File: src/common/gba_fe_pkg.sv
// gba_fe_pkg holds the loader and video types and constants shared by the front end
`default_nettype none

package gba_fe_pkg;

	// ========================================
	// loader side

	typedef enum logic [1:0] {
		IDLE,
		CART_LOAD,
		BIOS_LOAD
	} load_state_t;

	typedef struct packed {
		logic        download;   // level for the whole transfer
		logic [7:0]  index;      // image kind
		logic        wr;         // one strobe per halfword
		logic [26:0] addr;       // byte address
		logic [15:0] data;       // lower byte address in bits 7:0
	} ioctl_t;

	typedef struct packed {
		logic        valid;
		logic [24:0] addr;       // word address
		logic [31:0] data;
	} mem_wr_t;

	typedef struct packed {
		logic no_sram;
		logic remap;
		logic gpio;
		logic tilt;
		logic solar;
		logic sprite_limit;
		logic flash_1m;
	} quirk_t;

	localparam logic [5:0] IDX_CART     = 6'd1;
	localparam logic [5:0] IDX_BIOS     = 6'd0;   // needs index bits 7:6 clear
	localparam logic [5:0] IDX_BIOS_ALT = 6'd2;

	localparam logic [26:0] HDR_CODE_ADDR = 27'h0AC;   // first game code character
	localparam logic [26:0] HDR_DONE_ADDR = 27'h0B0;   // lookup runs on this write

	// ========================================
	// video side

	typedef struct packed {
		logic [5:0] r;
		logic [5:0] g;
		logic [5:0] b;
	} rgb_t;

	typedef struct packed {
		logic hs;
		logic vs;
		logic hbl;
		logic vbl;
		logic pix_ce;
	} vid_sync_t;

	localparam int H_ACTIVE      = 240;
	localparam int V_ACTIVE      = 160;
	localparam int H_TOTAL       = 399;
	localparam int V_TOTAL       = 264;
	localparam int HS_START      = 293;
	localparam int HS_WIDTH      = 32;
	localparam int VS_START_LINE = 1;
	localparam int VS_END_LINE   = 4;
	localparam int V_START       = 62;    // first visible line
	localparam int FB_WORDS      = 38400;
	localparam int FB_ADDR_W     = 16;

endpackage

`default_nettype wire

File: src/loader/word_packer.sv
// word_packer joins loader halfwords into 32-bit ROM and BIOS word writes
`timescale 1ns/1ps
`default_nettype none

module word_packer #(
	parameter int ROM_BASE_WORD = 196608
) (
	input  wire                          clk_sys,
	input  wire                          reset,
	input  wire gba_fe_pkg::ioctl_t      ioctl,
	input  wire gba_fe_pkg::load_state_t state,
	output gba_fe_pkg::mem_wr_t          rom_wr,
	output gba_fe_pkg::mem_wr_t          bios_wr
);

	localparam logic [24:0] ROM_BASE = 25'(ROM_BASE_WORD);

	logic        hi_wr;           // odd halfword closes a word
	logic [15:0] low_half;
	logic [31:0] word_q;
	logic [24:0] rom_addr_q;
	logic [24:0] bios_addr_q;
	logic        rom_valid;
	logic        bios_valid;

	assign hi_wr = ioctl.wr & ioctl.addr[1];

	// payload registers
	always_ff @(posedge clk_sys) begin
		if (ioctl.wr && !ioctl.addr[1])
			low_half <= ioctl.data;
		if (hi_wr) begin
			word_q      <= {ioctl.data, low_half};
			rom_addr_q  <= ROM_BASE + ioctl.addr[26:2];
			bios_addr_q <= {13'd0, ioctl.addr[13:2]};   // 4 KB word BIOS space
		end
	end

	always_ff @(posedge clk_sys) begin
		if (reset) begin
			rom_valid  <= 1'b0;
			bios_valid <= 1'b0;
		end else begin
			rom_valid  <= hi_wr && (state == gba_fe_pkg::CART_LOAD);
			bios_valid <= hi_wr && (state == gba_fe_pkg::BIOS_LOAD);
		end
	end

	assign rom_wr  = '{valid: rom_valid, addr: rom_addr_q, data: word_q};
	assign bios_wr = '{valid: bios_valid, addr: bios_addr_q, data: word_q};

endmodule

`default_nettype wire

File: config.mk
export PLATFORM = sky130hd
export DESIGN_NAME = word_packer
export DESIGN_NICKNAME = d
export VERILOG_FILES = /design/src/common/gba_fe_pkg.sv /design/src/loader/word_packer.sv
export SDC_FILE = /design/constraint.sdc
export NUM_CORES = 1
export LEC_CHECK = 0
export BUFFER_PORTS_ARGS = -buffer_cell sky130_fd_sc_hd__buf_4
export CAP_MARGIN = 20
export CORE_MARGIN = 8
export CORE_UTILIZATION = 30
export CTS_CLUSTER_SIZE = 25
export DETAILED_ROUTE_END_ITERATION = 7
export PLACE_DENSITY = 0.64
export SLEW_MARGIN = 10
export SYNTH_ARGS = -nofsm -noshare
export SYNTH_HDL_FRONTEND = slang
export SYNTH_SLANG_ARGS = --single-unit
File: constraint.sdc
create_clock -name clk_sys -period 2.4 [get_ports clk_sys]
set_clock_uncertainty 0.2 [all_clocks]
set_input_delay 0.12 -clock clk_sys [delete_from_list [all_inputs] [get_ports clk_sys]]
set_output_delay 0.12 -clock clk_sys [all_outputs]
set_load 0.02 [all_outputs]
==> impl_metrics.csv <==
group,metric,value,unit
worst_setup_path,cp_max_fo,3,
sta,hold_viol_final,0,
floorplan,core,0.00924,sq mm
worst_hold_path,hp-start,"ioctl[35]",
placed_design,io_buffer_count,149,
drt,drt-total-wl,6780,um
drt,antenna_left,0,
power,powerDensity,694,mW/mm^2
synthesis,syn_inst,161,
worst_setup_path,path_cells,"dlygate4sd3_1 > buf_4 > inv_1 > ha_1 > and2b_1 > nand4_1 > xnor2_1 > dlygate4sd3_1",
clock_tree,cts_root_buf,"clkbuf_8",
worst_hold_path,worstHoldPathType,"input port to flop",
sta,setup_viol,0,
worst_setup_path,r2r_cells,0,
global_routing,antenna_found_initial,1,
global_routing,grt_usage,0.104,
synthesis,synth_xor_area_frac,0.0215,
drt,vias_per_cell,3.81,
job,maxCapViolCount,0,
drt,drt-initial-drc-count,40,
final_layout,register_area,0.00223,sq mm
worst_setup_path,max_stage_delay,0.54,ns
final_layout,num-fill-cells,801,
worst_hold_path,min_to,"rom_addr_q[17]",
final_layout,multiInputGateArea,206,sq um
sta,finalCriticalPeriod,2.13,ns
final_layout,nets,381,
clock_tree,cts_made_buffers,9,
floorplan,fp-row-count,35,
synthesis,synth_simple_gate_area_share,0.0268,
floorplan,die_area,0.0129,sq mm
sta,setup-tns-final,0,ns
sta,rsz0062_at_grt,"no",
drt,detail_route.wl_per_cell,14.8,um
power,ir_drop,0.000342,V
final_layout,final_cell_mix,"buf_4, edfxtp_1, dlygate4sd3_1",
worst_setup_path,end_kind,"flop",
run_status,status,"finished clean",
placed_design,hpwl,4790,um
synthesis,synth_mux_area_frac,0,
global_routing,grt_pass1_vias,1947,
global_routing,grt-ovfl-total,0,
worst_setup_path,r2r_start,"low_half[6]",
drt,drc,0,
worst_setup_path,arrival,2.03,ns
global_routing,grt_max_degree,31,
worst_setup_path,ff2ff_setup_slack,1.58,ns
clock_tree,cts-htree-levels,3,
worst_setup_path,crit_path_frequent_cell,"dlygate4sd3_1",
worst_setup_path,critical_path_class,"input port to flop",
sta,period_share,0.887,
power,p_leak,0.00186,uW
worst_setup_path,crit_required,2.30,ns
floorplan,initial_utilization,0.308,
worst_setup_path,crit_start,"ioctl[34]",
drt,dr.pass1.iters,4,
floorplan,die_h,113,um
synthesis,yosys.area_share.adder,0.00439,
sta,max_freq,470,MHz
drt,via_count,1740,
synthesis,synth.top_cells.by_area,"edfxtp_1, buf_4, xnor2_1",
worst_setup_path,cp_slowest_cell,"dlygate4sd3_1",
clock_tree,clkTransAtPathRegs,0.08,ns
final_layout,fin_util,0.480,
synthesis,synth_top_cell_area_share,0.769,
synthesis,syn_area_per_cell,17.7,sq um
synthesis,synth_cell_types,17,
clock_tree,cts_tree,"yes",
clock_tree,cts_max_path_buffers,2,
synthesis,syn_area,0.00285,sq mm
sta,drv_slew,0,
final_layout,layout-drive-gt1-share,0.518,
synthesis,ys_seq_area_frac,0.783,
final_layout,diodes,0,
synthesis,synth_compound_area_frac,0.00176,
clock_tree,cts_sinks,75,
synthesis,synth_top_family_by_area,"buffers and inverters",
synthesis,synth-warning-count,0,
global_routing,grt_pass1_wl,10100,um
floorplan,ios,173,
synthesis,synth_seq_cells,75,
synthesis,synth_area_leader_cell,"edfxtp_1",
final_layout,layout_commonest_cell,"buf_4",
final_layout,area_growth,55.6,%
clock_tree,insertion_delay,0.34,ns
clock_tree,cts_setup_buffers,0,
placed_design,gp_congestion,0.666,
worst_setup_path,start_kind,"input port",
worst_setup_path,r2r-end,"word_q[6]",
floorplan,die_w,113,um
worst_hold_path,worstHoldPathCells,4,
-- state kept, by name, summed over array words and instances (netlist names) --
register    count
word_q         32
rom_addr_q     25
low_half       16
bios_valid      1
rom_valid       1
-- how the worst max path moves through the flow --
stage / cells past startpoint / slack [ns] / end
3_5_place_dp: 6 / 0.98 / rom_addr_q[24]
6_report: 8 / 0.27 / rom_addr_q[24]
4_1_cts: 8 / 0.28 / rom_addr_q[24]
2_1_floorplan: 2 / 0.48 / rom_addr_q[0]
3_3_place_gp: 6 / 0.99 / rom_addr_q[24]
5_1_grt: 8 / 0.17 / rom_addr_q[24]
-- layout make-up --
type                            count  share of cell area
Sequential cell                    75               0.504
Timing Repair Buffer              198               0.361
Multi-Input combinational cell     35              0.0466
Tap cell                          129              0.0364
Clock buffer                       10              0.0288
Clock inverter                      6              0.0200
Inverter                            4             0.00339
-- critical path, delay by kind of cell --
| family | cells | cell delay (ns) |
|---|---|---|
| buf+inv | 4 | 1.22 |
| simple gates | 2 | 0.36 |
| xor+xnor | 1 | 0.13 |
| fa+ha+maj | 1 | 0.21 |
-- routing by layer --
layer	routed length (um)	share of wire	track usage	vias to the layer above
li1	-	-	-	818
met1	2340	0.34	0.0954	812
met2	3590	0.53	0.183	95
met3	709	0.10	0.0518	13
met4	123	0.018	0.0560	2
met5	13	0.0019	0	-
-- stage by stage --
step           cell area (sq um)  total power (uW)  worst slack [ns]  cells  hold WS (ns)
4_1_cts                     4430              3120             0.284    457        0.0136
5_1_grt                     4430              3200             0.166    457        0.0169
3_3_place_gp                3760              1990             0.990    395        0.0885
6_report                    4430              3080             0.271    457        0.0312
2_1_floorplan               2890              1830             0.479    173      -0.00326
3_5_place_dp                3760              2000             0.982    395        0.0937
-- logic make-up after synthesis --
| logic type | after synthesis |
|---|---|
| DFF | 75 |
| and+or+nand+nor | 13 |
| other | 1 |
| adders and majority gates | 1 |
| AOI/OAI and AO/OA | 1 |
| xor gates and xnor gates | 7 |
| buffers and inverters | 63 |
-- timing repair --
action | in CTS | in global routing
hold buffers | 46 | 0
endpoints found under the hold margin | 58 | 0
gates resized for setup | 0 | 0
-- power by group --
part	leakage (uW)	switching [uW]	total, uW	internal [uW]
clock	0.000103	465	1050	587
combinational	0.00105	243	465	222
sequential	0.000701	31.3	1560	1530
-- cells in the mapped netlist, drive strengths merged --
| master | count |
|---|---|
| nor2 | 1 |
| nor2b | 1 |
| inv | 4 |
| and2b | 1 |
| xnor2 | 5 |
| and3 | 1 |
| dfxtp | 2 |
| conb | 1 |
| nor3 | 1 |
| nand4 | 1 |
| nor4b | 2 |
| edfxtp | 73 |
| o21ai | 1 |
| ha | 1 |
| buf | 59 |
| xor2 | 2 |
| nand2 | 5 |
Note: power is estimated with default switching activity, not from simulation.
