--- config.mk ---
export PLATFORM = sky130hd
export DESIGN_NAME = header_scan
export DESIGN_NICKNAME = d
export VERILOG_FILES = /design/src/common/gba_fe_pkg.sv /design/src/loader/header_scan.sv
export SDC_FILE = /design/constraint.sdc
export NUM_CORES = 1
export LEC_CHECK = 0
export BUFFER_PORTS_ARGS = -buffer_cell sky130_fd_sc_hd__buf_2
export CELL_PAD_IN_SITES_DETAIL_PLACEMENT = 0
export CELL_PAD_IN_SITES_GLOBAL_PLACEMENT = 2
export CORE_MARGIN = 4
export CORE_UTILIZATION = 34
export CTS_CLUSTER_SIZE = 25
export DETAILED_ROUTE_END_ITERATION = 12
export PLACE_DENSITY_LB_ADDON = 0.08
export RECOVER_POWER = 100
export REMOVE_ABC_BUFFERS = 1
export SYNTH_ARGS = -nofsm -noshare
export SYNTH_HDL_FRONTEND = slang
export SYNTH_SLANG_ARGS = --single-unit
--- constraint.sdc ---
create_clock -name clk_sys -period 2.31 [get_ports clk_sys]
set_input_delay 0.231 -clock clk_sys [delete_from_list [all_inputs] [get_ports clk_sys]]
set_output_delay 0.231 -clock clk_sys [all_outputs]
set_load 0.05 [all_outputs]
--- src/common/gba_fe_pkg.sv ---
// gba_fe_pkg holds the loader and video types and constants shared by the front end
`default_nettype none

package gba_fe_pkg;

	// ========================================
	// loader side

	typedef enum logic [1:0] {
		IDLE,
		CART_LOAD,
		BIOS_LOAD
	} load_state_t;

	typedef struct packed {
		logic        download;   // level for the whole transfer
		logic [7:0]  index;      // image kind
		logic        wr;         // one strobe per halfword
		logic [26:0] addr;       // byte address
		logic [15:0] data;       // lower byte address in bits 7:0
	} ioctl_t;

	typedef struct packed {
		logic        valid;
		logic [24:0] addr;       // word address
		logic [31:0] data;
	} mem_wr_t;

	typedef struct packed {
		logic no_sram;
		logic remap;
		logic gpio;
		logic tilt;
		logic solar;
		logic sprite_limit;
		logic flash_1m;
	} quirk_t;

	localparam logic [5:0] IDX_CART     = 6'd1;
	localparam logic [5:0] IDX_BIOS     = 6'd0;   // needs index bits 7:6 clear
	localparam logic [5:0] IDX_BIOS_ALT = 6'd2;

	localparam logic [26:0] HDR_CODE_ADDR = 27'h0AC;   // first game code character
	localparam logic [26:0] HDR_DONE_ADDR = 27'h0B0;   // lookup runs on this write

	// ========================================
	// video side

	typedef struct packed {
		logic [5:0] r;
		logic [5:0] g;
		logic [5:0] b;
	} rgb_t;

	typedef struct packed {
		logic hs;
		logic vs;
		logic hbl;
		logic vbl;
		logic pix_ce;
	} vid_sync_t;

	localparam int H_ACTIVE      = 240;
	localparam int V_ACTIVE      = 160;
	localparam int H_TOTAL       = 399;
	localparam int V_TOTAL       = 264;
	localparam int HS_START      = 293;
	localparam int HS_WIDTH      = 32;
	localparam int VS_START_LINE = 1;
	localparam int VS_END_LINE   = 4;
	localparam int V_START       = 62;    // first visible line
	localparam int FB_WORDS      = 38400;
	localparam int FB_ADDR_W     = 16;

endpackage

`default_nettype wire

--- src/loader/header_scan.sv ---
// header_scan reads the cart game code, applies the quirk table and spots the 1M flash tag
`timescale 1ns/1ps
`default_nettype none

module header_scan (
	input  wire                     clk_sys,
	input  wire                     reset,
	input  wire gba_fe_pkg::ioctl_t ioctl,
	input  wire                     cart_start,
	input  wire                     cart_active,
	output gba_fe_pkg::quirk_t      quirks
);

	localparam logic [71:0] FLASH_TAG    = "FLASH1M_V";
	localparam logic [26:0] CODE_HI_ADDR = gba_fe_pkg::HDR_CODE_ADDR;
	localparam logic [26:0] CODE_LO_ADDR = gba_fe_pkg::HDR_CODE_ADDR + 27'd2;

	logic               scan_wr;      // cart write seen by the scanner
	logic [7:0]         lo_byte;      // lower byte address
	logic [7:0]         hi_byte;
	logic [31:0]        game_code;    // first character in bits 31:24
	logic [63:0]        window;       // last eight bytes, newest lowest
	logic               flash_hit;
	gba_fe_pkg::quirk_t table_hit;

	assign scan_wr = cart_active & ioctl.wr;
	assign lo_byte = ioctl.data[7:0];
	assign hi_byte = ioctl.data[15:8];

	// the tag may end on either byte of this halfword
	assign flash_hit = ({window, lo_byte} == FLASH_TAG) ||
		({window[55:0], lo_byte, hi_byte} == FLASH_TAG);

	// ========================================
	// compatibility table

	always_comb begin
		table_hit = '0;
		case (game_code[31:8])           // three character entries
			"AR8": table_hit.no_sram = 1'b1;
			"BPE": table_hit.gpio = 1'b1;
			"BHG": table_hit.sprite_limit = 1'b1;
			"KYG": table_hit.tilt = 1'b1;
			"U3I": begin
				table_hit.gpio  = 1'b1;
				table_hit.solar = 1'b1;  // solar sensor sits on the gpio port
			end
			default: ;
		endcase
		case (game_code)                 // full four character entries
			"FSMJ": begin
				table_hit.no_sram = 1'b1;
				table_hit.remap   = 1'b1;
			end
			"FSDJ": begin
				table_hit.no_sram      = 1'b1;
				table_hit.remap        = 1'b1;
				table_hit.sprite_limit = 1'b1;
			end
			default: ;
		endcase
	end

	// ========================================
	// header capture

	always_ff @(posedge clk_sys) begin
		if (scan_wr && ioctl.addr == CODE_HI_ADDR)
			game_code[31:16] <= {lo_byte, hi_byte};
		if (scan_wr && ioctl.addr == CODE_LO_ADDR)
			game_code[15:0] <= {lo_byte, hi_byte};
	end

	always_ff @(posedge clk_sys) begin
		if (cart_start)
			window <= '0;
		else if (scan_wr)
			window <= {window[47:0], lo_byte, hi_byte};
	end

	always_ff @(posedge clk_sys) begin
		if (reset || cart_start) begin
			quirks <= '0;
		end else if (scan_wr) begin
			if (ioctl.addr == gba_fe_pkg::HDR_DONE_ADDR)
				quirks <= quirks | table_hit;   // flags only accumulate within a load
			if (flash_hit)
				quirks.flash_1m <= 1'b1;
		end
	end

endmodule

`default_nettype wire

==> results.json <==
{
  "status": "complete, no violations",
  "yosysWarnings": 0,
  "rsz0062_at_grt": "false",
  "tns_ns": 0,
  "n_antenna_cell": 0,
  "dp_cells": 616,
  "avgSynthCellArea_um2": 9.40,
  "netlist_area_um2": 4030,
  "stdcell_count": 632,
  "cts_tree": "built",
  "antenna_found_initial": 0,
  "ys_async_sr_fraction": 0,
  "hold_buffers": 0,
  "critical-path-max-stage-delay_ns": 0.63,
  "crit_arrival_ns": 2.21,
  "vias_per_cell": 5.23,
  "synth-edff-count": 32,
  "slew_viol_final": 0,
  "die_width_um": 117,
  "end_kind": "flip-flop",
  "comb_power_share": 0.044,
  "drv_cap": 0,
  "cts_resized": 0,
  "cts_setup_buffers": 0,
  "crit_type": "reg2reg",
  "holdWs_ns": 0.169,
  "fmax_ghz": 0.515,
  "rows": 39,
  "relSlewSlack": 0.345,
  "synthDistinctLibCells": 34,
  "grt_pass1_wl_um": 17100,
  "cts_buffer_depth": 2,
  "io_pins": 64,
  "layout.nets": 541,
  "crit_slowest_cell": "or4_1",
  "power_frac_clock": 0.427,
  "start_util": 0.350,
  "final_hold_viol_count": 0,
  "hold_class": "in2reg",
  "synth-seq-area-share": 0.591,
  "ant_nets": 0,
  "power_density_nw_per_um2": 758,
  "syn_to_final_growth_pct": 17.3,
  "p_int_uw": 2700,
  "post-route-min-period_ns": 1.94,
  "ir_worst_vdd_uv": 369,
  "grt_pass1_vias": 3153,
  "ys_ff_latch": 103,
  "io_buffer_count": 54,
  "seq_power_share": 0.529,
  "firstDrtPassIters": 4,
  "finalWirelength_um": 10900,
  "core_um2": 11500,
  "die_h_um": 117,
  "synth_cells": 429,
  "critical_path.cell_chain": "nor4b_1 -> nand4b_1 -> or4_1 -> a221oi_2",
  "track_usage": 0.167,
  "avgRoutedWirePerCell_um": 17.2,
  "clock-sinks": 103,
  "cp.required_ns": 2.58,
  "synth_area_leader_cell": "dfxtp_1",
  "crit_path_max_fanout": 4,
  "drc": 0,
  "cts_buffers": 9,
  "routabilityCongestion": 0.788,
  "overflow": 0,
  "swShare": 0.247,
  "finalSetupViolations": 0,
  "htree_levels": 3,
  "dr_total_vias": 3306,
  "hpwl_um": 7740,
  "cts-root-buf": "clkbuf_16",
  "p_switching_uw": 884,
  "synth_area_leaders": "dfxtp_1 35%, edfxtp_1 24%, nand2_1 13%",
  "clkLatencyLatePin_ns": 0.35,
  "drive_gt1_frac": 0.127,
  "fin_crit_sh": 0.841,
  "path_clk_slew_ns": 0.07,
  "r2r_setup_slack_ns": 0.37,
  "p_leak_uw": 0.00149,
  "dieArea_um2": 13700,
  "synth_flop_cell": "dfxtp_1",
  "grt_max_degree": 50,
  "tightest_slew_ns": 0.982,
  "crit_path_start_kind": "flip-flop",
  "drt_iter0_drc": 273,
  "fin_skew_ns": 0.00507,
  "netlist.area_leader.share": 0.352
}
per-stage QoR:
stage / instance area (um2) / power, uW / setup slack, ns / utilization
2_1_floorplan: 3960 / 1990 / -0.855 / -
3_3_place_gp: 4510 / 2110 / 0.342 / 0.392
3_5_place_dp: 4510 / 2110 / 0.333 / 0.392
4_1_cts: 4810 / 3650 / 0.461 / 0.418
5_1_grt: 4730 / 3720 / 0.209 / 0.411
6_report: 4730 / 3590 / 0.367 / 0.411
cells by family after synthesis:
logic type / count (synthesis) / synth area share
flip-flops: 103 / 0.591
AO/OA/AOI/OAI: 75 / 0.0977
buffers and inverters: 23 / 0.0214
XOR/XNOR: 1 / 0.00217
AND/OR/NAND/NOR: 227 / 0.288
registers in the layout, summed over array words and instances, names as in the netlist:
register	count
game_code	32
window	64
quirks	7
per-layer routing:
layer  part of all wire  vias up  global-route usage
met4              0.016        0              0.0573
met5                  0        -                   0
met2               0.42       89               0.240
met1               0.50     1566               0.246
met3              0.063       14              0.0416
li1                   -     1637                   -
area by class of cell:
class | instances | area (um2)
fillers | 1166 | 6790
repair buffers | 64 | 307
clock buffers | 9 | 225
well taps | 143 | 179
inverters | 3 | 11.3
clock inverters | 7 | 71.3
multi-input cells | 303 | 1560
flip-flops and latches | 103 | 2380
critical path, delay by kind of cell (launching register included):
family           cells  cell delay [ns]
AND/OR/NAND/NOR      3             1.19
AO/OA/AOI/OAI        1             0.23
flip-flops           1             0.45
layout by cell type, fill, tap and decap left out, types with 3 or more instances in the layout:
cell / n
nor2_1: 7
a21oi_1: 67
inv_1: 3
nor4bb_1: 6
nor2b_1: 4
clkbuf_2: 4
clkbuf_16: 9
nor4_1: 11
nor3_1: 7
nand3_1: 7
edfxtp_1: 32
buf_4: 6
nor4b_1: 12
nand4_1: 10
buf_2: 31
or4_1: 3
nand4b_1: 6
dfxtp_1: 71
inv_8: 4
nand2_1: 138
nor3b_1: 4
clkbuf_1: 23
power groups by stage:
| stage | registers (uW) | clock network [uW] | logic [uW] |
|---|---|---|---|
| after detailed placement | 1940 | 0 | 173 |
| after CTS | 1900 | 1580 | 173 |
| after floorplan | 1930 | 0 | 58.6 |
| after global routing | 1900 | 1640 | 181 |
| after global placement | 1940 | 0 | 171 |
| final | 1900 | 1530 | 159 |
synth_stat cells, drive strengths merged, types with 2 or more instances:
library cell / instances
nor2b: 4
nand3: 7
and4b: 2
buf: 4
nand2: 138
inv: 3
or4: 3
nor2: 7
o31ai: 2
clkbuf: 16
nand4b: 6
o21ai: 3
nor4: 11
nand4: 10
a21oi: 67
nor3b: 4
nor4b: 14
nor3: 8
nor4bb: 6
edfxtp: 32
dfxtp: 71
and2: 3
path summary, 6_finish.rpt:
check                      from    endpoint  cells past startpoint
setup / recovery  game_code[24]   quirks[6]                      4
hold / removal         ioctl[7]  window[15]                      3
setup reg to reg  game_code[24]   quirks[6]                      4
hold reg to reg       quirks[1]   quirks[1]                      2
Note: power is estimated with default switching activity, not from simulation.
