`config.mk`:
```
export PLATFORM = sky130hd
export DESIGN_NAME = video_timing
export DESIGN_NICKNAME = d
export VERILOG_FILES = /design/src/common/gba_fe_pkg.sv /design/src/video/video_timing.sv
export SDC_FILE = /design/constraint.sdc
export NUM_CORES = 1
export LEC_CHECK = 0
export BUFFER_PORTS_ARGS = -buffer_cell sky130_fd_sc_hd__buf_2
export CORE_MARGIN = 2
export CORE_UTILIZATION = 35
export CTS_CLUSTER_DIAMETER = 100
export CTS_CLUSTER_SIZE = 16
export DETAILED_ROUTE_END_ITERATION = 16
export REMOVE_ABC_BUFFERS = 1
export SYNTH_ARGS = -nofsm -noshare
export SYNTH_HDL_FRONTEND = slang
export SYNTH_SLANG_ARGS = --single-unit
```
`constraint.sdc`:
```
create_clock -name clk_sys -period 5.6 [get_ports clk_sys]
set_clock_uncertainty 0.2 [all_clocks]
set_input_delay 0.28 -clock clk_sys [delete_from_list [all_inputs] [get_ports clk_sys]]
set_output_delay 0.28 -clock clk_sys [all_outputs]
set_load 0.02 [all_outputs]
```
`src/common/gba_fe_pkg.sv`:
```
// gba_fe_pkg holds the loader and video types and constants shared by the front end
`default_nettype none

package gba_fe_pkg;

	// ========================================
	// loader side

	typedef enum logic [1:0] {
		IDLE,
		CART_LOAD,
		BIOS_LOAD
	} load_state_t;

	typedef struct packed {
		logic        download;   // level for the whole transfer
		logic [7:0]  index;      // image kind
		logic        wr;         // one strobe per halfword
		logic [26:0] addr;       // byte address
		logic [15:0] data;       // lower byte address in bits 7:0
	} ioctl_t;

	typedef struct packed {
		logic        valid;
		logic [24:0] addr;       // word address
		logic [31:0] data;
	} mem_wr_t;

	typedef struct packed {
		logic no_sram;
		logic remap;
		logic gpio;
		logic tilt;
		logic solar;
		logic sprite_limit;
		logic flash_1m;
	} quirk_t;

	localparam logic [5:0] IDX_CART     = 6'd1;
	localparam logic [5:0] IDX_BIOS     = 6'd0;   // needs index bits 7:6 clear
	localparam logic [5:0] IDX_BIOS_ALT = 6'd2;

	localparam logic [26:0] HDR_CODE_ADDR = 27'h0AC;   // first game code character
	localparam logic [26:0] HDR_DONE_ADDR = 27'h0B0;   // lookup runs on this write

	// ========================================
	// video side

	typedef struct packed {
		logic [5:0] r;
		logic [5:0] g;
		logic [5:0] b;
	} rgb_t;

	typedef struct packed {
		logic hs;
		logic vs;
		logic hbl;
		logic vbl;
		logic pix_ce;
	} vid_sync_t;

	localparam int H_ACTIVE      = 240;
	localparam int V_ACTIVE      = 160;
	localparam int H_TOTAL       = 399;
	localparam int V_TOTAL       = 264;
	localparam int HS_START      = 293;
	localparam int HS_WIDTH      = 32;
	localparam int VS_START_LINE = 1;
	localparam int VS_END_LINE   = 4;
	localparam int V_START       = 62;    // first visible line
	localparam int FB_WORDS      = 38400;
	localparam int FB_ADDR_W     = 16;

endpackage

`default_nettype wire

```
`src/video/video_timing.sv`:
```
// video_timing divides the clock to the pixel rate and makes beam counters, sync, blank and read address
`timescale 1ns/1ps
`default_nettype none

module video_timing #(
	parameter int PIX_DIV = 8
) (
	input  wire                                clk_sys,
	input  wire                                reset,
	output gba_fe_pkg::vid_sync_t              sync,
	output logic [gba_fe_pkg::FB_ADDR_W-1:0]   rd_addr
);

	localparam int DIV_W = (PIX_DIV > 1) ? $clog2(PIX_DIV) : 1;
	localparam logic [DIV_W-1:0] DIV_LAST = DIV_W'(PIX_DIV - 1);

	localparam logic [8:0] X_ACT  = 9'(gba_fe_pkg::H_ACTIVE);
	localparam logic [8:0] X_LAST = 9'(gba_fe_pkg::H_TOTAL - 1);
	localparam logic [8:0] Y_LAST = 9'(gba_fe_pkg::V_TOTAL - 1);
	localparam logic [8:0] HS_ON  = 9'(gba_fe_pkg::HS_START);
	localparam logic [8:0] HS_OFF = 9'(gba_fe_pkg::HS_START + gba_fe_pkg::HS_WIDTH);
	localparam logic [8:0] VS_ON  = 9'(gba_fe_pkg::VS_START_LINE);
	localparam logic [8:0] VS_OFF = 9'(gba_fe_pkg::VS_END_LINE);
	localparam logic [8:0] Y_ACT0 = 9'(gba_fe_pkg::V_START);
	localparam logic [8:0] Y_ACT1 = 9'(gba_fe_pkg::V_START + gba_fe_pkg::V_ACTIVE);

	logic [DIV_W-1:0] div;
	logic [8:0]       x;
	logic [8:0]       y;
	logic             tick;       // last clock before a pixel strobe
	logic             h_act;
	logic             v_act;
	logic             hs_edge;    // x at the hsync start column

	assign tick    = div == DIV_LAST;
	assign h_act   = x < X_ACT;
	assign v_act   = (y >= Y_ACT0) && (y < Y_ACT1);
	assign hs_edge = x == HS_ON;

	always_ff @(posedge clk_sys) begin
		if (reset) begin
			div     <= '0;
			x       <= '0;
			y       <= '0;
			rd_addr <= '0;
			sync    <= '{hs: 1'b0, vs: 1'b0, hbl: 1'b1, vbl: 1'b1, pix_ce: 1'b0};
		end else begin
			div         <= tick ? '0 : div + 1'b1;
			sync.pix_ce <= tick;

			// everything below shows up together with pix_ce
			if (tick) begin
				sync.hbl <= !h_act;
				sync.vbl <= !v_act;
				sync.hs  <= (x >= HS_ON) && (x < HS_OFF);
				if (hs_edge && y == VS_ON)
					sync.vs <= 1'b1;
				if (hs_edge && y == VS_OFF)
					sync.vs <= 1'b0;

				// counts the pixels shown so far, so it names the next one
				if (!v_act)
					rd_addr <= '0;
				else if (h_act)
					rd_addr <= rd_addr + 1'b1;

				if (x == X_LAST) begin
					x <= '0;
					y <= (y == Y_LAST) ? '0 : y + 1'b1;   // free running, no realignment
				end else begin
					x <= x + 1'b1;
				end
			end
		end
	end

endmodule

`default_nettype wire

```
==> flow_metrics.py, run 1 <==
metrics = {
    "die": {
        "die-area_mm2": 0.006679,
        "die_x_um": 81.73,
        "rows": 28,
        "start_util_pct": 35.93,
        "io_pins": 23,
        "die_height_um": 81.73,
        "core_area_mm2": 0.005886,
    },
    "status": {
        "run_status": "complete, no violations",
    },
    "worst_setup_path": {
        "cp-end-kind": "flop",
        "critical_path.max_stage_delay_ps": 540,
        "crit_chain": "ha_1, ha_1, nand2_1, nor2_1, a22o_1",
        "worstSetupPathType": "reg2reg",
        "crit_arrival_ps": 2550,
        "crit_fanout": 18,
        "crit_required_ps": 5640,
        "crit_path_start_kind": "flop",
        "crit_top_cell": "ha_1",
        "critical-path-slowest-cell": "ha_1",
    },
    "final_layout": {
        "fill_cells": 590,
        "fin_util_pct": 40.73,
        "drive_gt1_share_pct": 12.04,
        "fin_nets": 286,
        "antenna_cells": 0,
        "syn_to_final_growth_pct": 13.37,
    },
    "sta": {
        "holdWs_ps": 130.8,
        "fin_setup_tns_ps": 0,
        "worstMarginPinSlew_ps": 686.6,
        "fmax_mhz": 398.6,
        "fin_crit_sh_pct": 44.79,
        "finalCriticalPeriod_ps": 2509,
        "maxSlewHeadroom_pct": 53.98,
        "rsz0062_at_grt": "false",
        "finalMaxSlewViolations": 0,
        "setup-violations-final": 0,
        "fin_ws_ps": 3091,
        "hold_viol_final": 0,
    },
    "pwr": {
        "power.switching_mw": 0.1140,
        "ir_drop_mv": 0.1193,
        "pwr-share-comb_pct": 2.4,
        "clkPwrFrac_pct": 44.0,
        "p_int_mw": 0.4488,
        "p_leak_nw": 0.9112,
        "p_seq_share_pct": 53.5,
        "swShare_pct": 20.25,
        "p_per_area_mw_per_mm2": 234.8,
    },
    "clocking": {
        "ctsHoldBuffers": 0,
        "htreeDepth": 2,
        "cts_buffer_depth": 2,
        "cts.sink_count": 42,
        "worst_skew_pair.late_latency_ps": 290,
        "cts_setup_buffers": 0,
        "path_clk_slew_ps": 90,
        "cts_buffers": 5,
        "cts_resized": 0,
        "cts_tree": "done",
        "cts_root_buffer": "clkbuf_8",
    },
    "synthesis": {
        "synth.top_cell.area_share_pct": 39.76,
        "synth-edff-count": 0,
        "ys_types": 44,
        "synth_seq_cells": 42,
        "synthArstFlopShare_pct": 0,
        "synthTopCellsByArea": "dfxtp_1 (40%), nor2_1 (6.4%), ha_1 (5.9%)",
        "syn_avg_cell_area_um2": 8.358,
        "synthFlopType": "dfxtp_1",
        "syn-cell-area_mm2": 0.002115,
        "synthCells": 253,
        "yosysSeqAreaShare_pct": 39.76,
        "synth_top_area_cell": "dfxtp_1",
        "synth_most_common_cell": "dfxtp_1",
        "ys_warn_count": 0,
        "synth_commonest_cells": "dfxtp_1 (42), nor2_1 (36), nand2_1 (22)",
    },
    "global_routing": {
        "grt_first_pass_wirelength_um": 7900,
        "grt_antenna_before_repair": 0,
        "grt_max_degree": 19,
        "grt_pass1_vias": 1682,
        "gr-total-overflow": 0,
        "track_usage_pct": 15.00,
    },
    "placement": {
        "place_ws_ps": 3132,
        "gp_congestion": 0.8122,
        "portBuffers": 22,
        "dp_hpwl_um": 3194,
    },
    "route": {
        "drtAntennaViolNets": 0,
        "drt-pass1-iter-count": 4,
        "via_per_inst": 5.203,
        "remaining_drc_errors": 0,
        "wl_um": 4581,
        "drt_iter0_drc": 87,
        "wl_per_cell_um": 13.13,
        "vias": 1816,
    },
    "job": {
        "drv_cap": 0,
    },
    "worst_hold_path": {
        "hold_path.class": "in2reg",
    },
}
## stage by stage
step	instances	total power, mW	instance area (um2)
after detailed placement	342	0.3222	2285
after CTS	349	0.5709	2397
after global routing	349	0.5816	2397
after global placement	342	0.3219	2285
final	349	0.5628	2397
after floorplan	244	0.3171	2073
## cells by family after synthesis
logic type	after synthesis	synth area share [%]
simple gates	116	27.69
compound gates	44	14.91
flops	42	39.76
buf+inv	24	4.615
xor+xnor	16	6.627
fa+ha+maj	10	5.917
mux	1	0.4734
## power groups by stage
stage                     Sequential [mW]  Clock, mW  Combinational (mW)
after detailed placement            0.308          0              0.0139
after global placement              0.308          0              0.0136
final                               0.301      0.248              0.0137
after global routing                0.301      0.264              0.0158
after CTS                           0.301      0.256              0.0139
after floorplan                     0.308          0             0.00884
## per-layer routing
metal / vias to the layer above / global-route usage [%] / routed length, um
li1: 937 / - / -
met1: 843 / 21.67 / 2414
met2: 32 / 22.11 / 1920
met3: 4 / 3.077 / 196
met4: 0 / 5.000 / 50
met5: - / 0 / 0
## worst max-delay path: cells and delay by family (launching register included)
kind / cells / cell delay (ps)
and+or+nand+nor: 2 / 990
adders and majority gates: 2 / 690
DFF: 1 / 340
AOI/OAI and AO/OA: 1 / 230
## sequential cells by signal, summed over array words and instances (netlist names)
| register | count |
|---|---|
| div | 3 |
| y | 9 |
| sync | 5 |
| rd_addr | 16 |
| x | 9 |
## layout make-up
class                   instances  area (um2)  share of cell area (%)
well taps                      75       93.84                   3.914
clock inverters                 1       30.03                   1.253
multi-input cells             187        1176                   49.06
flip-flops and latches         42       840.8                   35.07
inverters                      15       56.30                   2.349
repair buffers                 23       117.6                   4.906
clock buffers                   6       82.58                   3.445
## worst paths after layout
| kind | cells past startpoint | slack, ps | start | endpoint |
|---|---|---|---|---|
| hold reg to reg | 1 | 230 | div[0]$_SDFF_PP0_ | div[0]$_SDFF_PP0_ |
| setup reg to reg | 5 | 3090 | div[0]$_SDFF_PP0_ | rd_addr[3]$_SDFFE_PP0P_ |
| setup / recovery | 5 | 3090 | div[0]$_SDFF_PP0_ | rd_addr[3]$_SDFFE_PP0P_ |
| hold / removal | 2 | 130 | reset | x[0]$_SDFFE_PP0P_ |
## cell usage in the layout, fill, tap and decap left out, types with 3 or more instances in the layout
cell type  instances
dfxtp_1           42
nand4_1           13
xor2_1             7
or3_1              5
a21oi_1            8
nor2_1            36
buf_2             22
a22o_1            10
and2_1             6
ha_1              10
nor4_1             3
clkbuf_8           6
nand3_1           11
nor3_1             6
nand2_1           22
inv_1             15
or4_1              3
o21ai_0            5
a31oi_1            3
xnor2_1            9
Power figures use the tool's default switching activity.
==> inputs of run 2 (changes only) <==
==> constraint.sdc (replaced) <==
create_clock -name clk_sys -period 2.4 [get_ports clk_sys]
set_clock_uncertainty 0.2 [all_clocks]
set_input_delay 0.12 -clock clk_sys [delete_from_list [all_inputs] [get_ports clk_sys]]
set_output_delay 0.12 -clock clk_sys [all_outputs]
set_load 0.02 [all_outputs]
==> run 2 against run 1 <==
  * Utilization rose by 0.49 points
  * Cell count rose by 2.3%
  * Fmax rose by 14%
  * Largest cell class unchanged
  * Combinational power rose to 2.5 times the previous value
  * Register-to-register slack got worse by 2900 ps
  * Global-route usage fell by 0.94 points
  * Flip-flop and latch count did not move
  * Final area rose by 1.2%
  * First-iteration DRC count fell by 13%
  * Non-clock buffer count rose by 7
  * Clock power rose by 82%
  * Sequential share of layout area fell by 0.42 points
==> flow_metrics.py, run 2 (synthesized netlist as in run 1, its figures left out) <==
metrics = {
    "final_layout": {
        "final_common_cell": "dfxtp_1",
        "drive_gt1_share_pct": 13.83,
        "fin_util_pct": 41.22,
        "reg_top3": "rd_addr x16, x x9, y x9",
        "largest_register_ffs": 16,
        "fin_nets": 293,
        "largest_register": "rd_addr",
        "syn_to_final_growth_pct": 14.73,
        "antenna_cells": 0,
        "fin_cells": 357,
        "stdcell_area_mm2": 0.002426,
        "layout_common_cells": "dfxtp_1 (42), nor2_1 (36), nand2_1 (22), buf_2 (22), inv_1 (15)",
    },
    "placement": {
        "gp_congestion": 0.8432,
        "place_inst": 348,
        "dp_hpwl_um": 3265,
        "portBuffers": 22,
        "placed_area_mm2": 0.002330,
    },
    "route": {
        "via_per_inst": 5.143,
        "wl_um": 4538,
        "remaining_drc_errors": 0,
        "drtAntennaViolNets": 0,
        "drt_iter0_drc": 76,
        "drt-pass1-iter-count": 4,
        "vias": 1836,
        "wl_per_cell_um": 12.71,
    },
    "die": {
        "io_pins": 23,
        "rows": 28,
        "die_x_um": 81.73,
        "die_height_um": 81.73,
        "die-area_mm2": 0.006679,
        "core_area_mm2": 0.005886,
        "start_util_pct": 35.93,
    },
    "sta": {
        "worstMarginPinSlew_ps": 530.9,
        "maxSlewHeadroom_pct": 64.53,
        "rsz0062_at_grt": "false",
        "hold_viol_final": 0,
        "finalMaxSlewViolations": 0,
        "finalCriticalPeriod_ps": 2194,
        "fin_setup_tns_ps": 0,
        "fmax_mhz": 455.8,
        "setup-violations-final": 0,
        "fin_crit_sh_pct": 91.41,
    },
    "clocking": {
        "cts_buffer_depth": 2,
        "cts_tree": "done",
        "cts_buffers": 5,
        "path_clk_slew_ps": 80,
        "worst_skew_pair.late_latency_ps": 290,
        "cts_setup_buffers": 0,
        "cts.sink_count": 42,
        "cts_root_buffer": "clkbuf_8",
        "htreeDepth": 2,
    },
    "pwr": {
        "p_per_area_mw_per_mm2": 490.1,
        "p_leak_nw": 0.9334,
        "ir_drop_mv": 0.3537,
        "p_total_mw": 1.189,
    },
    "status": {
        "run_status": "complete, no violations",
    },
    "worst_setup_path": {
        "crit_required_ps": 2420,
        "crit_fanout": 6,
        "cp-end-kind": "flop",
        "crit_arrival_ps": 2220,
        "crit_path_start_kind": "flop",
        "worstSetupPathType": "reg2reg",
    },
    "global_routing": {
        "grt_max_degree": 16,
        "grt_antenna_before_repair": 0,
        "gr-total-overflow": 0,
        "track_usage_pct": 14.06,
        "grt_pass1_vias": 1620,
        "grt_first_pass_wirelength_um": 7527,
    },
    "worst_hold_path": {
        "hold_path.class": "reg2reg",
    },
    "job": {
        "drv_cap": 0,
    },
}
[run 2: cell types whose count changed in the layout (fill, tap and decap cells not counted)]
cell / before / now
clkbuf_1: 0 / 1
clkinv_2: 0 / 1
dlygate4sd3_1: 0 / 1
clkbuf_8: 6 / 5
bufinv_16: 1 / 0
buf_4: 1 / 7
clkinv_4: 0 / 1
[run 2: area by class of cell]
| cell class | count | area, um2 |
|---|---|---|
| Fill cell | 599 | 3460 |
| Tap cell | 75 | 93.84 |
| Clock inverter | 2 | 13.76 |
| Clock buffer | 6 | 72.57 |
| Multi-Input combinational cell | 187 | 1176 |
| Inverter | 15 | 56.30 |
| Sequential cell | 42 | 840.8 |
| Timing Repair Buffer | 30 | 172.7 |
[run 2: worst paths after layout]
check                                        from  slack (ps)  depth (start not counted)                       end
worst max-delay path            y[0]$_SDFFE_PP0P_         210                          7  rd_addr[11]$_SDFFE_PP0P_
worst min register to register  div[0]$_SDFF_PP0_         240                          1         div[0]$_SDFF_PP0_
worst min-delay path            div[0]$_SDFF_PP0_         240                          1         div[0]$_SDFF_PP0_
worst max register to register  y[0]$_SDFFE_PP0P_         210                          7  rd_addr[11]$_SDFFE_PP0P_
[run 2: power by group]
| group | internal [mW] | switching [mW] |
|---|---|---|
| Clock | 0.206 | 0.246 |
| Combinational | 0.0146 | 0.0200 |
| Sequential | 0.701 | 0.00200 |
| Total | 0.921 | 0.268 |
[run 2: critical path, stage by stage (launching register included)]
cell	delay (ps)
dfxtp_1	380
inv_1	150
ha_1	160
nor2_1	50
o21a_1	200
or3_1	430
or4_1	490
o21ai_0	80
[run 2: layer usage]
layer | share of wire [%] | GRT usage, % | wire (um) | vias up
met5 | 0 | 0 | 0 | -
li1 | - | - | - | 948
met2 | 44 | 22.36 | 1986 | 38
met1 | 52 | 19.10 | 2362 | 848
met4 | 0.29 | 3.500 | 13 | 0
met3 | 3.9 | 3.407 | 176 | 2
[run 2: through the flow]
step / setup WS, ps / hold WS (ps)
after floorplan: 22.29 / -10.93
after global placement: 259.8 / 214.5
after detailed placement: 247.4 / 233.3
after CTS: 225.6 / 245.9
after global routing: 75.27 / 285.8
final: 206.2 / 241.8
[run 2: what timing repair did]
action,CTS,global route
hold endpoints to repair,1,0
resized for setup,0,0
hold buffers,1,0
