<file path="src/common/gba_fe_pkg.sv">
// gba_fe_pkg holds the loader and video types and constants shared by the front end
`default_nettype none

package gba_fe_pkg;

	// ========================================
	// loader side

	typedef enum logic [1:0] {
		IDLE,
		CART_LOAD,
		BIOS_LOAD
	} load_state_t;

	typedef struct packed {
		logic        download;   // level for the whole transfer
		logic [7:0]  index;      // image kind
		logic        wr;         // one strobe per halfword
		logic [26:0] addr;       // byte address
		logic [15:0] data;       // lower byte address in bits 7:0
	} ioctl_t;

	typedef struct packed {
		logic        valid;
		logic [24:0] addr;       // word address
		logic [31:0] data;
	} mem_wr_t;

	typedef struct packed {
		logic no_sram;
		logic remap;
		logic gpio;
		logic tilt;
		logic solar;
		logic sprite_limit;
		logic flash_1m;
	} quirk_t;

	localparam logic [5:0] IDX_CART     = 6'd1;
	localparam logic [5:0] IDX_BIOS     = 6'd0;   // needs index bits 7:6 clear
	localparam logic [5:0] IDX_BIOS_ALT = 6'd2;

	localparam logic [26:0] HDR_CODE_ADDR = 27'h0AC;   // first game code character
	localparam logic [26:0] HDR_DONE_ADDR = 27'h0B0;   // lookup runs on this write

	// ========================================
	// video side

	typedef struct packed {
		logic [5:0] r;
		logic [5:0] g;
		logic [5:0] b;
	} rgb_t;

	typedef struct packed {
		logic hs;
		logic vs;
		logic hbl;
		logic vbl;
		logic pix_ce;
	} vid_sync_t;

	localparam int H_ACTIVE      = 240;
	localparam int V_ACTIVE      = 160;
	localparam int H_TOTAL       = 399;
	localparam int V_TOTAL       = 264;
	localparam int HS_START      = 293;
	localparam int HS_WIDTH      = 32;
	localparam int VS_START_LINE = 1;
	localparam int VS_END_LINE   = 4;
	localparam int V_START       = 62;    // first visible line
	localparam int FB_WORDS      = 38400;
	localparam int FB_ADDR_W     = 16;

endpackage

`default_nettype wire

</file>
<file path="src/loader/load_fsm.sv">
// load_fsm tracks the cartridge and BIOS download state and keeps the last cart address
`timescale 1ns/1ps
`default_nettype none

module load_fsm (
	input  wire                         clk_sys,
	input  wire                         reset,
	input  wire gba_fe_pkg::ioctl_t     ioctl,
	output gba_fe_pkg::load_state_t     state,
	output logic                        cart_start,
	output logic                        cart_active,
	output logic [26:0]                 last_addr
);

	logic cart_req;                          // index asks for a cartridge image
	logic bios_req;                          // index asks for a BIOS image
	logic [26:0] wr_addr_q;                  // address of the latest cart write
	gba_fe_pkg::load_state_t state_next;

	assign cart_req = ioctl.index[5:0] == gba_fe_pkg::IDX_CART;
	assign bios_req = (ioctl.index == {2'b00, gba_fe_pkg::IDX_BIOS}) ||
		(ioctl.index[5:0] == gba_fe_pkg::IDX_BIOS_ALT);

	assign cart_active = state == gba_fe_pkg::CART_LOAD;

	always_comb begin
		state_next = state;
		case (state)
			gba_fe_pkg::IDLE: begin
				if (ioctl.download && cart_req)
					state_next = gba_fe_pkg::CART_LOAD;
				else if (ioctl.download && bios_req)
					state_next = gba_fe_pkg::BIOS_LOAD;
			end
			gba_fe_pkg::CART_LOAD,
			gba_fe_pkg::BIOS_LOAD: begin
				if (!ioctl.download)
					state_next = gba_fe_pkg::IDLE;   // back to idle once the level drops
			end
			default: state_next = gba_fe_pkg::IDLE;
		endcase
	end

	always_ff @(posedge clk_sys) begin
		if (reset) begin
			state      <= gba_fe_pkg::IDLE;
			cart_start <= 1'b0;
			wr_addr_q  <= '0;
			last_addr  <= '0;
		end else begin
			state      <= state_next;
			// one pulse in the first CART_LOAD cycle
			cart_start <= (state == gba_fe_pkg::IDLE) && (state_next == gba_fe_pkg::CART_LOAD);
			if (cart_active && ioctl.wr)
				wr_addr_q <= ioctl.addr;
			if (cart_active && !ioctl.download)
				last_addr <= wr_addr_q;              // end of the cart image
		end
	end

endmodule

`default_nettype wire

</file>
<file path="config.mk">
export PLATFORM = sky130hd
export DESIGN_NAME = load_fsm
export DESIGN_NICKNAME = d
export VERILOG_FILES = /design/src/common/gba_fe_pkg.sv /design/src/loader/load_fsm.sv
export SDC_FILE = /design/constraint.sdc
export NUM_CORES = 1
export LEC_CHECK = 0
export BUFFER_PORTS_ARGS = -buffer_cell sky130_fd_sc_hd__buf_4
export CORE_ASPECT_RATIO = 1.5
export CORE_MARGIN = 2
export CORE_UTILIZATION = 45
export CTS_CLUSTER_SIZE = 16
export DETAILED_ROUTE_END_ITERATION = 7
export PLACE_DENSITY = 0.77
export SYNTH_ARGS = -nofsm -noshare
export SYNTH_HDL_FRONTEND = slang
export SYNTH_SLANG_ARGS = --single-unit
export TNS_END_PERCENT = 50
</file>
<file path="constraint.sdc">
create_clock -name clk_sys -period 2.4 [get_ports clk_sys]
set_clock_uncertainty 0.1 [all_clocks]
set_input_delay 0.12 -clock clk_sys [delete_from_list [all_inputs] [get_ports clk_sys]]
set_output_delay 0.12 -clock clk_sys [all_outputs]
set_load 0.005 [all_outputs]
</file>
==> out/metrics.yaml, run 1 <==
min_path:
  min_to: "cart_start"
  hold-path-cell-count: 3
  hp-start: "ioctl[52]"
  worstHoldPathType: "in2reg"
setup_path:
  cpLargestDelayFamily: "simple AND/OR/NAND/NOR gates"
  cp_max_fo: 16
  cp.required_ns: 2.55
  cpMostUsedCell: "nand2_1"
  crit_chain: "inv_1, ha_1, nand2_1, buf_4, nand2_1, a21oi_1"
  start_kind: "flop"
  reg2reg_to: "wr_addr_q[1]"
  critPathBufInv: 2
  reg2reg_slack_ns: 0.61
  crit_arrival_ns: 1.94
  cp-end-kind: "flop"
  r2r_start: "state[1]"
  slowest_stage: "dfxtp_1"
  reg2reg_depth: 6
  slowest_delay_ns: 0.41
  worstSetupPathType: "reg2reg"
floorplan:
  die_height_microns: 87.3
  dieArea_sq_mm: 0.00520
  start_util: 0.463
  die_w_microns: 59.6
  rows: 30
  core_sq_mm: 0.00450
  ios: 86
synth:
  yosysUniqueCellTypes: 24
  synth.area.mux_share: 0
  yosys.area_share.simple: 0.229
  synth_top_area_frac: 0.548
  synth_cells: 262
  synth_compound_area_frac: 0.163
  synth-xor-area-share: 0
  synth_top_family_by_area: "simple AND/OR/NAND/NOR gates"
  ys_ff_latch: 57
  synth.avg_cell_area_sq_um: 7.95
  synth_area_leaders: "dfxtp_1 (55%), nand2_1 (20%), a21oi_1 (13%), buf_2 (2.2%), ha_1 (1.8%)"
  ys_seq_area_frac: 0.548
  syn_area_sq_mm: 0.00208
  yosysWarnings: 0
  synth_top_area_cell: "dfxtp_1"
  synthAdderAreaFrac: 0.0180
  syn_nets: 320
global_routing:
  grt_pass1_wl_microns: 8200
  grt_max_degree: 57
  grt_pass1_vias: 1852
  grt_use_total: 0.213
  overflow: 0
  antenna_found_initial: 0
timing:
  finalCritPeriodShare: 0.746
  max_freq_mhz: 558
  tns_ns: 0
  final-setup-viol-count: 0
  worst_slack_ns: 0.609
  grt_setup_unrepaired: "no"
  drv_slew: 0
  slew_headroom: 0.616
  worst_pin_slew_ns: 0.576
  fin_crit_ns: 1.79
  hold_viol: 0
placement:
  place.gp.congestion: 0.763
  numPortBuffers: 69
  place_area_sq_mm: 0.00263
  dpl.hpwl_microns: 2930
  dp_slack_ns: 0.612
flow_run:
  drv_cap: 0
cts:
  cts.sinks: 57
  clock_latency_ns: 0.32
  tritoncts: "done"
  htreeDepth: 3
  clk_pin_slew_worst_paths_ns: 0.06
  numCtsBuffers: 9
  post-cts-setup-buffers: 0
  cts_root_buffer: "clkbuf_8"
  clock_path_buffers: 2
pwr:
  power_w: 0.00190
  leakage_nw: 1.23
  p_per_area_mw_per_mm2: 616
  irDropWorstVdd_mv: 0.487
route:
  vias_per_cell: 4.99
  first_pass_iters: 4
  vias: 2036
  routed_wl_microns: 5170
  wl_per_cell_microns: 12.7
  drt-initial-drc-count: 51
  antenna_left: 0
  drc: 0
final_layout:
  drive_gt1_frac: 0.256
  final_cell_area_sq_mm: 0.00308
  final_util: 0.684
  area_growth_syn_to_layout_pct: 47.8
  nets: 415
  antenna-diode-count: 0
  fillers: 389
outcome:
  status: "complete, no violations"
[final cells by class]
cell class,instances,area [sq um],share of cell area
clock buffers,10,138,0.0447
clock inverters,4,45.0,0.0146
inverters,3,11.3,0.00366
multi-input cells,185,858,0.279
flip-flops and latches,57,1140,0.371
well taps,48,60.1,0.0195
repair buffers,101,826,0.268
[worst register-to-register path, cell delays in order (launching register included)]
cell	delay, ns
dfxtp_1	0.41
inv_1	0.09
ha_1	0.23
nand2_1	0.34
buf_4	0.31
nand2_1	0.10
a21oi_1	0.15
[cells by family after synthesis]
family,Yosys count
AND/OR/NAND/NOR,120
flip-flops,57
AO/OA/AOI/OAI,62
buffers and inverters,20
adder cells (fa/ha/maj),3
[metrics by stage]
step | hold WS, ns | cells
CTS | 0.0473 | 408
global route | 0.0787 | 408
floorplan | 0.156 | 262
detailed placement | 0.278 | 367
finish | 0.0678 | 408
global placement | 0.268 | 367
[per-layer routing]
metal | track usage | share of wire | wire length, microns
met3 | 0.0461 | 0.043 | 223
met2 | 0.358 | 0.53 | 2730
met4 | 0.113 | 0.025 | 130
met5 | 0 | 0 | 0
met1 | 0.247 | 0.40 | 2080
[how the worst max path moves through the flow]
stage / start / to / slack (ns) / cells after the start
floorplan: state[0] / state[1] / 0.85 / 5
global placement: state[1] / wr_addr_q[8] / 0.65 / 6
detailed placement: state[1] / wr_addr_q[9] / 0.61 / 6
CTS: state[1] / wr_addr_q[9] / 0.61 / 6
global route: state[1] / wr_addr_q[8] / 0.40 / 6
finish: state[1] / wr_addr_q[1] / 0.61 / 6
[layout by cell type (no fill, tap or decap)]
cell type | synthesis | final
ha_1 | 3 | 3
a211oi_2 | 1 | 1
clkinv_2 | 0 | 3
nand3_1 | 1 | 1
nor3b_2 | 1 | 1
o211ai_1 | 1 | 1
and2_1 | 1 | 1
a211oi_1 | 1 | 1
and4b_1 | 1 | 1
nand2_1 | 110 | 110
nor2b_2 | 0 | 1
nor2_1 | 2 | 2
dlygate4sd3_1 | 0 | 27
a2111oi_2 | 1 | 1
a21oi_1 | 54 | 54
a31oi_1 | 2 | 2
a21o_1 | 1 | 1
o21bai_1 | 1 | 1
buf_4 | 0 | 74
inv_1 | 3 | 3
nand4_1 | 1 | 1
clkbuf_8 | 0 | 10
bufinv_16 | 0 | 1
dfxtp_1 | 57 | 57
nor3_1 | 1 | 1
nand2b_1 | 1 | 1
[timing repair]
item,in CTS,in global routing
gates resized for setup,0,0
hold endpoints to repair,27,0
hold buffers,27,0
[registers in the layout, summed over array words and instances (netlist names)]
signal and count:
last_addr 27, state 2, wr_addr_q 27, cart_start 1
[synth_stat cells]
cell       count
nor3b_2        1
buf_2          9
o211ai_1       1
inv_1          3
a211oi_2       1
nor2b_1        1
nand2b_1       1
nor3_1         1
dfxtp_1       57
and2_1         1
a31oi_1        2
nand3_1        1
a21oi_1       54
o21bai_1       1
a211oi_1       1
a21o_1         1
buf_1          2
nand2_1      110
nand4_1        1
ha_1           3
a2111oi_2      1
clkbuf_1       6
and4b_1        1
nor2_1         2
[where the power goes]
| part | internal (W) | switching (W) |
|---|---|---|
| Combinational | 0.0000734 | 0.0000414 |
| Sequential | 0.000948 | 0.000000947 |
| Clock | 0.000490 | 0.000343 |
(Power assumes the default switching activity.)
==> run 2, diff against run 1 <==
==> constraint.sdc (replaced) <==
create_clock -name clk_sys -period 1.73 [get_ports clk_sys]
set_clock_uncertainty 0.1 [all_clocks]
set_input_delay 0.0865 -clock clk_sys [delete_from_list [all_inputs] [get_ports clk_sys]]
set_output_delay 0.0865 -clock clk_sys [all_outputs]
set_load 0.005 [all_outputs]
==> out/metrics.yaml, run 2 (synthesis gave the netlist of run 1 again) <==
setup_path:
  reg2reg_slack_ns: 0.13  # -0.48 ns
  critPathBufInv: 1  # -1
  cpLargestDelayFamily: "compound AO/OA/AOI/OAI gates"
  crit_arrival_ns: 1.72  # -0.22 ns
  slowest_delay_ns: 0.36  # -0.05 ns
  slowest_stage: "dfxtp_2"
  cp.required_ns: 1.85  # -0.70 ns
  start_kind: "flop"
  cp_max_fo: 5  # -11
  cp-end-kind: "flop"
  crit_chain: "inv_1, ha_1, nand3_1, a21o_1, a2111oi_2"
  worstSetupPathType: "reg2reg"
final_layout:
  final_cell_area_sq_mm: 0.00310  # +0.81%
  reg_top3: "last_addr (27), wr_addr_q (27), state (2)"
  antenna-diode-count: 0  # unchanged
  area_growth_syn_to_layout_pct: 49.0
  drive_gt1_frac: 0.261  # +0.00543
  final_common_cell: "nand2_1"
  final_cells: 412  # +0.98%
  nets: 419  # +0.96%
  fillers: 392  # +0.77%
  mostFrequentLayoutCells: "nand2_1 (110), buf_4 (77), dfxtp_1 (55), a21oi_1 (54), dlygate4sd3_1 (27)"
floorplan:
  ios: 86  # unchanged
  die_height_microns: 87.3  # unchanged
  rows: 30  # unchanged
  dieArea_sq_mm: 0.00520  # unchanged
  die_w_microns: 59.6  # unchanged
  core_sq_mm: 0.00450  # unchanged
  start_util: 0.463  # unchanged
pwr:
  power_switching_w: 0.000508  # +32%
  pwr-share-clk: 0.412  # -0.027
  irDropWorstVdd_mv: 0.608  # +25%
  p_per_area_mw_per_mm2: 809  # +31%
  p_int_w: 0.00200  # +33%
  p_comb_frac: 0.063  # +0.002
  p_seq_frac: 0.525  # +0.025
  leakage_nw: 1.24  # +0.89%
  netSwitchingFraction: 0.202  # -0.000918
cts:
  numCtsBuffers: 9  # unchanged
  cts_root_buffer: "clkbuf_8"
  clk_pin_slew_worst_paths_ns: 0.06  # about the same
  clock_path_buffers: 2  # unchanged
  clock_latency_ns: 0.32  # about the same
  htreeDepth: 3  # unchanged
  cts.sinks: 57  # unchanged
  tritoncts: "done"
timing:
  slew_headroom: 0.800  # +0.183
  fin_crit_ns: 1.60  # -0.192 ns
  max_freq_mhz: 626  # +12%
  drv_slew: 0  # unchanged
  finalCritPeriodShare: 0.924  # +0.178
  worst_pin_slew_ns: 0.301  # -0.275 ns
  hold_viol: 0  # unchanged
  worst_slack_ns: 0.131  # -0.478 ns
  grt_setup_unrepaired: "no"
  final-setup-viol-count: 0  # unchanged
  tns_ns: 0  # unchanged
global_routing:
  grt_pass1_vias: 1907  # +3.0%
  antenna_found_initial: 0  # unchanged
  grt_pass1_wl_microns: 8310  # +1.3%
  grt_use_total: 0.215  # +0.00225
  overflow: 0  # unchanged
  grt_max_degree: 30  # -47%
placement:
  place_area_sq_mm: 0.00267  # +1.6%
  numPortBuffers: 69  # unchanged
  dp_slack_ns: 0.0859  # -0.526 ns
  dpl.cell_count: 371  # +1.1%
  dpl.hpwl_microns: 3220  # +9.9%
  place.gp.congestion: 0.756  # -0.84%
route:
  routed_wl_microns: 5140  # -0.58%
  first_pass_iters: 5  # +1
  antenna_left: 0  # unchanged
  drc: 0  # unchanged
  drt-initial-drc-count: 73  # +43%
  vias: 2070  # +1.7%
  vias_per_cell: 5.02  # +0.68%
  wl_per_cell_microns: 12.5  # -1.5%
outcome:
  status: "complete, no violations"
flow_run:
  drv_cap: 0  # unchanged
min_path:
  worstHoldPathType: "in2reg"
[run 2: final timing paths]
path | endpoint | depth (start not counted) | startpoint
hold / removal | state[0] | 3 | ioctl[52]
setup / recovery | state[1] | 5 | state[0]
setup reg to reg | state[1] | 5 | state[0]
hold reg to reg | last_addr[0] | 2 | wr_addr_q[0]
[run 2: power by group through the flow]
stage	Combinational [W]	Clock (W)	Sequential, W
5_1_grt	0.000172	0.00112	0.00132
2_1_floorplan	0.0000309	0	0.00134
3_3_place_gp	0.000108	0	0.00134
4_1_cts	0.000157	0.00106	0.00132
6_report	0.000159	0.00103	0.00132
3_5_place_dp	0.000109	0	0.00135
[run 2: area by class of cell]
class,count,area (sq um),share of cell area
clock buffers,14,163,0.0524
repair buffers,105,868,0.280
multi-input cells,185,858,0.277
well taps,48,60.1,0.0193
flip-flops and latches,57,1140,0.368
inverters,3,11.3,0.00363
[run 2: layer usage]
| metal | GRT usage | part of all wire |
|---|---|---|
| met1 | 0.236 | 0.39 |
| met2 | 0.365 | 0.53 |
| met3 | 0.0446 | 0.047 |
| met4 | 0.139 | 0.033 |
| met5 | 0 | 0 |
[run 2: metrics by stage]
stage                     hold slack (ns)  power (W)  utilization
final                              0.0268    0.00251        0.689
after global routing               0.0605    0.00261        0.689
after CTS                          0.0165    0.00253        0.689
after detailed placement            0.244    0.00145        0.593
after global placement              0.234    0.00145        0.593
after floorplan                     0.122    0.00138            -
[run 2: tightest hold or removal path: cells and delay by family]
kind          cells  cell delay, ns
simple gates      2            0.18
buf+inv           1            0.13
[run 2: timing repair]
item | in CTS | in global routing
setup endpoints to repair | 0 | 1
gates resized for setup | 0 | 2
setup buffers | 0 | 0
hold endpoints to repair | 27 | 0
hold buffers | 27 | 0
==> run 3, diff against run 2 <==
--- a/config.mk
+++ b/config.mk
@@ -8,10 +8,10 @@
 export BUFFER_PORTS_ARGS = -buffer_cell sky130_fd_sc_hd__buf_4
 export CORE_ASPECT_RATIO = 1.5
 export CORE_MARGIN = 2
-export CORE_UTILIZATION = 45
+export CORE_UTILIZATION = 47
 export CTS_CLUSTER_SIZE = 16
 export DETAILED_ROUTE_END_ITERATION = 7
-export PLACE_DENSITY = 0.77
+export PLACE_DENSITY = 0.79
 export SYNTH_ARGS = -nofsm -noshare
 export SYNTH_HDL_FRONTEND = slang
 export SYNTH_SLANG_ARGS = --single-unit
==> out/metrics.yaml, run 3 (synthesis gave the netlist of run 1 again) <==
outcome:
  status: "complete, no violations"
route:
  first_pass_iters: 4  # -1
  antenna_left: 0  # unchanged
  wl_per_cell_microns: 12.9  # +3.2%
  drt-initial-drc-count: 70  # -4.1%
  vias: 2101  # +1.5%
  routed_wl_microns: 5340  # +3.9%
  drc: 0  # unchanged
  vias_per_cell: 5.06  # +0.76%
global_routing:
  grt_pass1_vias: 1996  # +4.7%
  antenna_found_initial: 0  # unchanged
  grt_max_degree: 33  # +10%
  overflow: 0  # unchanged
  grt_pass1_wl_microns: 8580  # +3.2%
  grt_use_total: 0.229  # +0.0142
setup_path:
  worstSetupPathType: "reg2reg"
  start_kind: "flop"
  reg2reg_depth: 6  # +1
  slowest_stage: "dfxtp_1"
  crit_chain: "buf_4, inv_1, ha_1, nand3_2, a21o_1, a2111oi_4"
  cp-end-kind: "flop"
  cp.depth: 6  # +1
  crit_arrival_ns: 1.78  # +0.06 ns
  cp_max_fo: 4  # -1
  cp.required_ns: 1.85  # about the same
  cpLargestDelayFamily: "compound AO/OA/AOI/OAI gates"
  critPathBufInv: 2  # +1
  slowest_delay_ns: 0.36  # about the same
cts:
  cts.sinks: 57  # unchanged
  clock_latency_ns: 0.32  # about the same
  numCtsBuffers: 9  # unchanged
  htreeDepth: 3  # unchanged
  clock_path_buffers: 2  # unchanged
  tritoncts: "done"
  cts_root_buffer: "clkbuf_8"
  clk_pin_slew_worst_paths_ns: 0.06  # about the same
timing:
  tns_ns: 0  # unchanged
  fin_crit_ns: 1.65  # +0.0529 ns
  finalCritPeriodShare: 0.955  # +0.0306
  drv_slew: 0  # unchanged
  hold_ws_ns: 0.0231  # -0.00379 ns
  max_freq_mhz: 606  # -3.2%
  worst_pin_slew_ns: 0.641  # +0.340 ns
  slew_headroom: 0.572  # -0.228
  grt_setup_unrepaired: "yes"
  hold_viol: 0  # unchanged
  final-setup-viol-count: 0  # unchanged
floorplan:
  ios: 86  # unchanged
  start_util: 0.491  # +0.0282
  die_height_microns: 85.5  # -2.0%
  dieArea_sq_mm: 0.00499  # -4.0%
  rows: 29  # -3.3%
  core_sq_mm: 0.00425  # -5.8%
  die_w_microns: 58.4  # -2.0%
pwr:
  p_comb_frac: 0.064  # about the same
  p_int_w: 0.00202  # +0.70%
  power_w: 0.00256  # +2.0%
  leakage_nw: 1.25  # +1.4%
  p_seq_frac: 0.514  # -0.011
  pwr-share-clk: 0.422  # +0.010
  power_switching_w: 0.000543  # +7.1%
  p_per_area_mw_per_mm2: 811  # +0.29%
  netSwitchingFraction: 0.212  # +0.0101
  irDropWorstVdd_mv: 0.780  # +28%
final_layout:
  final_util: 0.744  # +0.0544
  drive_gt1_frac: 0.268  # +0.00730
  nets: 422  # +0.72%
  mostFrequentLayoutCells: "nand2_1 (110), buf_4 (80), dfxtp_1 (57), a21oi_1 (54), dlygate4sd3_1 (27)"
  reg_top3: "last_addr (27), wr_addr_q (27), state (2)"
  antenna-diode-count: 0  # unchanged
  area_growth_syn_to_layout_pct: 51.5
  final_common_cell: "nand2_1"
placement:
  numPortBuffers: 69  # unchanged
  dpl.hpwl_microns: 3150  # -2.0%
  place.gp.congestion: 0.784  # +3.7%
min_path:
  worstHoldPathType: "in2reg"
  hold-path-cell-count: 2  # -1
flow_run:
  drv_cap: 0  # unchanged
## run 3: cell count changes in the layout (fill, tap and decap cells not counted), sizes merged
cell and change:
clkinv +1, buf +3, clkinvlp +1
## run 3: cell type report
| class | count | area [sq um] |
|---|---|---|
| clock buffer | 14 | 163 |
| multi-input combinational | 185 | 881 |
| inverter | 3 | 11.3 |
| clock inverter | 2 | 12.5 |
| tap | 46 | 57.6 |
| fill | 299 | 1090 |
| sequential | 57 | 1140 |
| timing repair buffer | 108 | 891 |
## run 3: worst paths after layout
path | slack, ns | to | start
worst max-delay path | 0.08 | state[1] | state[0]
worst min-delay path | 0.02 | state[1] | reset
worst max register to register | 0.08 | state[1] | state[0]
worst min register to register | 0.35 | last_addr[20] | wr_addr_q[20]
## run 3: repair_timing
item,in CTS,in global routing
pin swaps,0,3
hold buffers,27,0
buffers inserted,0,1
resized for setup,2,1
gates cloned,0,0
setup endpoints to repair,28,3
endpoints found under the hold margin,27,0
## run 3: worst reg2reg max path: cells and delay by family (launching register included)
kind	cells	cell delay, ns
simple gates	1	0.08
buf+inv	2	0.20
compound gates	2	0.51
fa+ha+maj	1	0.30
flops	1	0.36
## run 3: metal layers
layer	vias to the layer above	part of all wire	routed length [microns]	track usage
li1	1054	-	-	-
met1	961	0.38	2030	0.241
met2	68	0.53	2840	0.399
met3	18	0.050	268	0.0558
met4	0	0.037	195	0.140
met5	-	0	0	0
## run 3: power groups by stage
stage / clock network (W) / logic (W) / registers [W]
CTS: 0.00110 / 0.000160 / 0.00132
global placement: 0 / 0.000109 / 0.00134
finish: 0.00108 / 0.000164 / 0.00132
detailed placement: 0 / 0.000110 / 0.00134
floorplan: 0 / 0.0000309 / 0.00134
global route: 0.00115 / 0.000176 / 0.00132
## run 3: stage by stage
step | area, sq um | std cells | setup slack [ns]
finish | 3160 | 415 | 0.0785
global route | 3160 | 415 | -0.0147
CTS | 3140 | 414 | 0.0118
detailed placement | 2680 | 371 | -0.176
global placement | 2680 | 371 | -0.105
floorplan | 2080 | 262 | 0.181
